$ cat config.mk
export PLATFORM = sky130hd
export DESIGN_NAME = board_frontend
export DESIGN_NICKNAME = d
export VERILOG_FILES = /design/src/rtl/board_pkg.sv /design/src/rtl/sync_signal.sv /design/src/rtl/switch_debounce.sv /design/src/rtl/reset_ctrl.sv /design/src/rtl/board_frontend.sv
export VERILOG_INCLUDE_DIRS = /design/src /design/src/rtl
export SDC_FILE = /design/constraint.sdc
export NUM_CORES = 1
export LEC_CHECK = 0
export BUFFER_PORTS_ARGS = -buffer_cell sky130_fd_sc_hd__buf_2
export CAP_MARGIN = 20
export CORE_UTILIZATION = 40
export CTS_CLUSTER_SIZE = 8
export DETAILED_ROUTE_END_ITERATION = 6
export GPL_TIMING_DRIVEN = 0
export MAX_ROUTING_LAYER = met4
export PLACE_DENSITY = 0.55
export SYNTH_ARGS = -nofsm -noshare
export SYNTH_HDL_FRONTEND = slang
export SYNTH_SLANG_ARGS = --single-unit
$ cat constraint.sdc
create_clock -name clk_125mhz_i -period 2.7 [get_ports clk_125mhz_i]
set_input_delay 0.27 -clock clk_125mhz_i [delete_from_list [all_inputs] [get_ports clk_125mhz_i]]
set_output_delay 0.27 -clock clk_125mhz_i [all_outputs]
set_load 0.005 [all_outputs]
$ cat src/rtl/board_defs.svh
// Board constants for the 125 MHz front end; RATE and N must stay >= 2, switch count is fixed at 4
`ifndef BOARD_DEFS_SVH
`define BOARD_DEFS_SVH

// Number of user switches on the board
`define BRD_SW_W 4

// Flop depth of the input synchronizers
`define BRD_SYNC_STAGES 2

// Cycles the system reset is held after the clock manager locks
`define BRD_RST_STAGES 4

// Consecutive agreeing samples before a switch output moves
`define BRD_DEBOUNCE_N 4

// Clock cycles between switch samples
// 125000 cycles at 125 MHz gives a 1 ms sample period
`define BRD_DEBOUNCE_RATE 125000

`endif

$ cat src/rtl/board_pkg.sv
// Shared board types; the switch vector width follows BRD_SW_W and the status pairs are fixed
`default_nettype none

`include "board_defs.svh"

package board_pkg;

    // One bit per user switch, bit 0 is switch 0
    typedef logic [`BRD_SW_W-1:0] sw_t;

    // UART control lines from the USB bridge
    typedef struct packed {
        // Serial data toward the FPGA
        logic txd;
        // Request to send from the host
        logic rts;
    } uart_ctrl_t;

    // Status pins of the external jitter-cleaner PLL
    typedef struct packed {
        // Interrupt, active low
        logic intr_n;
        // Loss of lock, active low
        logic lol_n;
    } pll_status_t;

endpackage

`default_nettype wire

$ cat src/rtl/sync_signal.sv
// Plain multi-flop synchronizer; safe only for levels or payloads where a one-cycle skew is harmless
`timescale 1ns/1ps
`default_nettype none

module sync_signal #(
    // Payload type, any packed type
    parameter type T = logic,
    // Value all stages take during reset
    parameter T RESET_VAL = '0,
    // Number of flops in the chain, at least 1
    parameter int STAGES = 2
) (
    input  wire logic clk_125mhz_i,
    input  wire logic arst_n_i,
    input  T          data_i,
    output T          data_o
);

    // Synchronizer chain, stage 0 sees the raw input
    T sync_q [STAGES];

    always_ff @(posedge clk_125mhz_i or negedge arst_n_i) begin
        if (!arst_n_i) begin
            for (int i = 0; i < STAGES; i++) begin
                sync_q[i] <= RESET_VAL;
            end
        end else begin
            sync_q[0] <= data_i;
            for (int i = 1; i < STAGES; i++) begin
                sync_q[i] <= sync_q[i-1];
            end
        end
    end

    assign data_o = sync_q[STAGES-1];

endmodule

`default_nettype wire

$ cat src/rtl/switch_debounce.sv
// Switch debouncer; inputs are sampled raw, so a short glitch can still land in one sample
`timescale 1ns/1ps
`default_nettype none

`include "board_defs.svh"

module switch_debounce #(
    // Clock cycles between samples, at least 2
    parameter int RATE = `BRD_DEBOUNCE_RATE
) (
    input  wire logic     clk_125mhz_i,
    input  wire logic     arst_n_i,
    input  board_pkg::sw_t sw_i,
    output board_pkg::sw_t sw_o
);

    localparam int CNT_W = (RATE > 1) ? $clog2(RATE) : 1;

    // Sample-rate divider
    logic [CNT_W-1:0] cnt_q;
    logic             sample;

    // Per-switch sample history, newest sample in bit 0
    logic [`BRD_DEBOUNCE_N-1:0] hist_q [`BRD_SW_W];

    // Debounced state
    board_pkg::sw_t sw_q;

    // Strobe on the last count of each period
    assign sample = (cnt_q == CNT_W'(RATE - 1));

    always_ff @(posedge clk_125mhz_i or negedge arst_n_i) begin
        if (!arst_n_i) begin
            cnt_q <= '0;
        end else if (sample) begin
            cnt_q <= '0;
        end else begin
            cnt_q <= cnt_q + 1'b1;
        end
    end

    // Shift each switch into its own history on the strobe
    always_ff @(posedge clk_125mhz_i or negedge arst_n_i) begin
        if (!arst_n_i) begin
            for (int i = 0; i < `BRD_SW_W; i++) begin
                hist_q[i] <= '0;
            end
        end else if (sample) begin
            for (int i = 0; i < `BRD_SW_W; i++) begin
                hist_q[i] <= {hist_q[i][`BRD_DEBOUNCE_N-2:0], sw_i[i]};
            end
        end
    end

    // Output moves only on a unanimous history, otherwise holds
    always_ff @(posedge clk_125mhz_i or negedge arst_n_i) begin
        if (!arst_n_i) begin
            sw_q <= '0;
        end else begin
            for (int i = 0; i < `BRD_SW_W; i++) begin
                if (&hist_q[i]) begin
                    sw_q[i] <= 1'b1;
                end else if (~|hist_q[i]) begin
                    sw_q[i] <= 1'b0;
                end
            end
        end
    end

    assign sw_o = sw_q;

endmodule

`default_nettype wire

$ cat src/rtl/reset_ctrl.sv
// Reset control; pll_status_i must already be synchronized, and lock loss resets asynchronously
`timescale 1ns/1ps
`default_nettype none

`include "board_defs.svh"

module reset_ctrl (
    input  wire logic           clk_125mhz_i,
    input  wire logic           arst_n_i,
    input  board_pkg::pll_status_t pll_status_i,
    input  wire logic           pll_i2c_busy_i,
    input  wire logic           mmcm_locked_i,
    output wire logic           mmcm_rst_o,
    output wire logic           rst_125mhz_o
);

    // Clock manager reset request
    logic mmcm_rst_q;

    // Release stretcher, ones shift out after lock
    logic [`BRD_RST_STAGES-1:0] rst_sr_q;

    // Stretcher clears on either board reset or lock loss
    logic rst_src_n;

    // Hold the clock manager in reset while the PLL is being
    // programmed or has lost its input reference.
    // The interrupt pin is not a reset cause
    always_ff @(posedge clk_125mhz_i or negedge arst_n_i) begin
        if (!arst_n_i) begin
            mmcm_rst_q <= 1'b0;
        end else begin
            mmcm_rst_q <= pll_i2c_busy_i || !pll_status_i.lol_n;
        end
    end

    assign rst_src_n = arst_n_i && mmcm_locked_i;

    // Assert at once, release BRD_RST_STAGES edges after lock
    always_ff @(posedge clk_125mhz_i or negedge rst_src_n) begin
        if (!rst_src_n) begin
            rst_sr_q <= '1;
        end else begin
            rst_sr_q <= rst_sr_q << 1;
        end
    end

    assign mmcm_rst_o   = mmcm_rst_q;
    assign rst_125mhz_o = rst_sr_q[`BRD_RST_STAGES-1];

endmodule

`default_nettype wire

$ cat src/rtl/board_frontend.sv
// Board front end in the 125 MHz domain; clock manager lock and I2C busy arrive as plain inputs
`timescale 1ns/1ps
`default_nettype none

`include "board_defs.svh"

module board_frontend #(
    // Debounce sample period in clock cycles
    parameter int DEBOUNCE_RATE = `BRD_DEBOUNCE_RATE
) (
    input  wire logic              clk_125mhz_i,
    input  wire logic              arst_n_i,

    // Clock manager and PLL init
    input  wire logic              mmcm_locked_i,
    input  wire logic              pll_i2c_busy_i,
    input  board_pkg::pll_status_t pll_status_i,
    output wire logic              mmcm_rst_o,
    output wire logic              rst_125mhz_o,

    // UART control from the USB bridge
    input  board_pkg::uart_ctrl_t  uart_ctrl_i,
    output board_pkg::uart_ctrl_t  uart_ctrl_o,

    // User switches
    input  board_pkg::sw_t         sw_i,
    output board_pkg::sw_t         sw_o
);

    // PLL pins idle high, so reset must not look like lock loss
    localparam board_pkg::pll_status_t PLL_STATUS_RST = '{intr_n: 1'b1, lol_n: 1'b1};

    // UART lines idle with txd high
    localparam board_pkg::uart_ctrl_t UART_CTRL_RST = '{txd: 1'b1, rts: 1'b0};

    board_pkg::pll_status_t pll_status_sync;

    sync_signal #(
        .T         (board_pkg::pll_status_t),
        .RESET_VAL (PLL_STATUS_RST),
        .STAGES    (`BRD_SYNC_STAGES)
    ) pll_status_sync_inst (
        .clk_125mhz_i (clk_125mhz_i),
        .arst_n_i     (arst_n_i),
        .data_i       (pll_status_i),
        .data_o       (pll_status_sync)
    );

    reset_ctrl reset_ctrl_inst (
        .clk_125mhz_i   (clk_125mhz_i),
        .arst_n_i       (arst_n_i),
        .pll_status_i   (pll_status_sync),
        .pll_i2c_busy_i (pll_i2c_busy_i),
        .mmcm_locked_i  (mmcm_locked_i),
        .mmcm_rst_o     (mmcm_rst_o),
        .rst_125mhz_o   (rst_125mhz_o)
    );

    sync_signal #(
        .T         (board_pkg::uart_ctrl_t),
        .RESET_VAL (UART_CTRL_RST),
        .STAGES    (`BRD_SYNC_STAGES)
    ) uart_ctrl_sync_inst (
        .clk_125mhz_i (clk_125mhz_i),
        .arst_n_i     (arst_n_i),
        .data_i       (uart_ctrl_i),
        .data_o       (uart_ctrl_o)
    );

    switch_debounce #(
        .RATE (DEBOUNCE_RATE)
    ) switch_debounce_inst (
        .clk_125mhz_i (clk_125mhz_i),
        .arst_n_i     (arst_n_i),
        .sw_i         (sw_i),
        .sw_o         (sw_o)
    );

endmodule

`default_nettype wire

# Word level (Yosys, flattened, before mapping)
# Cells that the tools add are included.
# totals
output_inout_bits	8
input_bits	12
word_cells	43
ff_bits	48
# op_classes
reduce_logical	11
n_eq_ne	5
add_sub_neg	1
mux	9
# op_table
op	count
17-bit by 1-bit adder with 17-bit output, second input constant	1
17-bit == test, second input constant	1
17-bit 2-to-1 mux	1
4-bit AND reduction	4
4-bit OR reduction	4
1-bit 2-to-1 mux	8
2-bit by 1-bit != test with 1-bit output, second input constant	4
1-bit logical AND	1
1-bit logical NOT	1
1-bit logical OR	1

# Longest topological paths before layout
# logic_depth
ltp_word	3
mapped_depth	6
ltp_nobuf	5

# Hierarchy
# From an unflattened synthesis, not the netlist that was laid out.
# unflattened
cells_unflattened	184
area_unflattened_um2	2001.9
# modules_own_cells
module	seq_area_each_um2	area_each_um2	cells_each	instances
switch_debounce	925.9	1617.8	164	1
reset_ctrl	130.1	146.4	8	1
sync_signal (pll_status_sync_inst)	105.1	120.1	6	1
sync_signal (uart_ctrl_sync_inst)	102.6	117.6	6	1

# Least setup slack after synthesis
# Ideal clock, no wire load.
# synth_path
path_type	reg2reg
start	register switch_debounce_inst.cnt_q[7]
end	register switch_debounce_inst.hist_q[0] (netlist name)
stages_incl_launch_ff	5
required_ns	2.575
arrival_time_ns	1.944
n_path_buf	1
path_slack_ns	0.632
setup_time_ns	0.125
period_less_slack_ns	2.068
cell_sequence	dfrtp_1 > or4b_4 > nor4_4 > buf_6 > mux2_2
# synth_between
elab_chain_len	1
# synth_rtl
element	line_no	source
from (decl)	switch_debounce.sv:20	logic [CNT_W-1:0] cnt_q;
from (signal assigned)	switch_debounce.sv:38	cnt_q <= cnt_q + 1'b1;
17-bit == test	switch_debounce.sv:30	assign sample = (cnt_q == CNT_W'(RATE - 1));
to (signal, indexed assignment)	switch_debounce.sv:50	hist_q[i] <= {hist_q[i][`BRD_DEBOUNCE_N-2:0], sw_i[i]};
to (decl)	switch_debounce.sv:24	logic [`BRD_DEBOUNCE_N-1:0] hist_q [`BRD_SW_W];
# Every way passes these cells.
# A chain may end at the register's enable or synchronous reset.

# Worst setup path in the final report
# layout_path
start	register switch_debounce_inst.cnt_q[7]
end	register switch_debounce_inst.hist_q[9] (netlist name)
# The elaborated chain is that of the path after synthesis.

==> out/metrics.cfg <==
[worst_hold_path]
hold_path_class=in2reg

[layout]
final_common_cell=dfrtp_1
antennaDiodeCount=0
final_cell_mix=dfrtp_1, buf_2, mux2_2
drive_above_1_share_pct=32.4
area_growth_pct=12.6
num-nets-final=185

[clock_network]
cts_resized=0
root_buffer=clkbuf_8
clk_path_buf_depth=2
cts-htree-levels=2
cts_hold_buf=0
insertion_delay_ns=0.29
cts_made_buffers=5
cts_setup_buffers=0
cts_num_sinks=48
path_clk_slew_ns=0.09
tritoncts=built

[worst_setup_path]
worstPathArrival_ns=2.42
start_kind=flip-flop
cp_data_required_time_ns=2.88
crit_fanout=10
criticalPathCategory=reg2reg
cp-end-kind=flip-flop

[sta]
min_period_ns=2.23
skew_ns=0.00875
hold_violations=0
relSlewSlack_pct=37.1
finalSetupViolCount=0
period_share_pct=82.7
rsz0062_at_grt=no
worstMarginPinSlew_ns=0.944
fmax_mhz=448
final_max_slew_viol_count=0
fin_setup_tns_ns=0

[detailed_routing]
num_vias=1148
wirelength_mm=2.97
drcViolationCount=2
drt_iter0_markers=44
ant_nets=0
drt_pre_antenna_iters=6
routedWlPerCell_microns=13.2
routed_via_density=5.10

[power]
pwr_density_cell_mw_per_mm2=543
seq_power_share_pct=62.5
leakage_nw=1.02
power.switching_w=0.000253
peakVddDrop_uv=221
p_total_w=0.00117
p_sw_share_pct=21.5
p_int_w=0.000922
p_clk_share_pct=35.3
pwr-share-comb_pct=2.2

[global_route]
antenna_found_initial=0
grt_pass1_wl_mm=5.05
grt_pass1_vias=1138
grt_start_max_net_pins=46
grt_overflow=0
track_usage_pct=13.1

[yosys]
netlist.area_leader.share_pct=52.2
avgSynthCellArea_sq_um=13.1
yosysSeqAreaShare_pct=63.1
synth.ff_latch_count=48
synth_edf_count=0
syn-num-nets=160
netlist.top_cell.by_area=dfrtp_1
synth_area_leaders=dfrtp_1, dfstp_2, mux2_2, xnor2_1, nor2_1
async_flop_share_pct=100
syn_inst=147
synthFlopType=dfrtp_1
ys_types=28
syn-cell-area_sq_mm=0.00192
yosysWarnings=0

[placed_design]
dp_hpwl_mm=2.07
portBuffers=18
gp_congestion=0.755

[run_status]
violations=design-rule violations
status=finished, violations left

[floorplanning]
die_area_sq_mm=0.00508
die_h_microns=71.3
start_util_pct=42.9
pin_count=20
die_w_microns=71.3
rows=24
core_area_sq_mm=0.00447

[job]
maxCapViolCount=0

[per-layer routing]
| layer | global-route usage, % | routed length [microns] | vias up |
|---|---|---|---|
| met3 | 3.80 | 101 | 2 |
| met5 | - | 0 | - |
| met2 | 21.1 | 1510 | 19 |
| met4 | 3.33 | 19 | 0 |
| li1 | - | - | 557 |
| met1 | 16.3 | 1340 | 570 |
[cell families after synthesis]
family | Yosys count | synth area share [%]
AO/OA/AOI/OAI | 12 | 3.65
XOR/XNOR | 13 | 5.93
buffers and inverters | 7 | 2.54
multiplexers | 16 | 9.39
AND/OR/NAND/NOR | 49 | 14.5
flip-flops | 48 | 63.1
adder cells (fa/ha/maj) | 1 | 0.652
other | 1 | 0.195
[cells in the mapped netlist (all sizes together), types with 2 or more instances]
master,instances
a21oi,6
nand2,5
and2,2
xor2,4
or4,2
nor4,3
or3,4
mux2,16
nand2b,2
nor2,14
buf,4
dfrtp,40
xnor2,9
nand4,6
and3,2
dfstp,8
o31ai,2
nand3,6
clkbuf,2
a31oi,4
[registers in the layout (all words and copies together) (netlist names)]
name,cells
pll_status_sync_inst.data_o,1
pll_status_sync_inst.sync_q,1
reset_ctrl_inst.mmcm_rst_o,1
reset_ctrl_inst.rst_sr_q,4
switch_debounce_inst.cnt_q,17
switch_debounce_inst.hist_q,16
switch_debounce_inst.sw_o,4
uart_ctrl_sync_inst.data_o,2
uart_ctrl_sync_inst.sync_q,2
[layout make-up]
type	instances	area, sq um
Fill cell	416	2310
Sequential cell	48	1210
Multi-Input combinational cell	92	659
Timing Repair Buffer	18	90.1
Clock buffer	5	68.8
Tap cell	52	65.1
Buffer	6	45.0
Clock inverter	3	18.8
Inverter	1	3.75
[stage by stage]
stage / instances / util [%] / setup slack, ns / area, sq um / hold WS (ns)
final: 225 / 48.3 / 0.467 / 2160 / 0.0767
after global routing: 225 / 48.3 / 0.292 / 2160 / 0.0562
after CTS: 225 / 48.3 / 0.422 / 2160 / 0.0673
after detailed placement: 217 / 46.4 / 0.439 / 2070 / 0.346
after global placement: 217 / 46.4 / 0.456 / 2070 / 0.334
after floorplan: 147 / - / 0.632 / 1920 / -0.0256
[worst max-delay path, cell delays in order (launching register included)]
cell and delay [ns]:
dfrtp_1 0.45, or4b_4 0.58, nor4_4 0.52, buf_6 0.23, mux2_2 0.34
[final timing paths]
kind	slack, ns	startpoint	to	cells past startpoint
worst min-delay path	0.08	pll_status_i[0]	pll_status_sync_inst.sync_q[2]	1
max in group asynchronous	1.81	arst_n_i	reset_ctrl_inst.rst_sr_q[0]	2
worst max-delay path	0.47	switch_debounce_inst.cnt_q[7]	switch_debounce_inst.hist_q[9]	4
min in group asynchronous	0.09	mmcm_locked_i	reset_ctrl_inst.rst_sr_q[3]	2
worst min register to register	0.35	pll_status_sync_inst.sync_q[2]	pll_status_sync_inst.data_o[0]	0
worst max register to register	0.47	switch_debounce_inst.cnt_q[7]	switch_debounce_inst.hist_q[9]	4
[power groups by stage]
stage	clock, W	sequential (W)	combinational, W
after global placement	0	0.000747	0.0000265
after detailed placement	0	0.000747	0.0000275
after global routing	0.000453	0.000735	0.0000304
final	0.000415	0.000733	0.0000259
after CTS	0.000424	0.000734	0.0000276
after floorplan	0	0.000747	0.00000429
(Power assumes the default switching activity.)
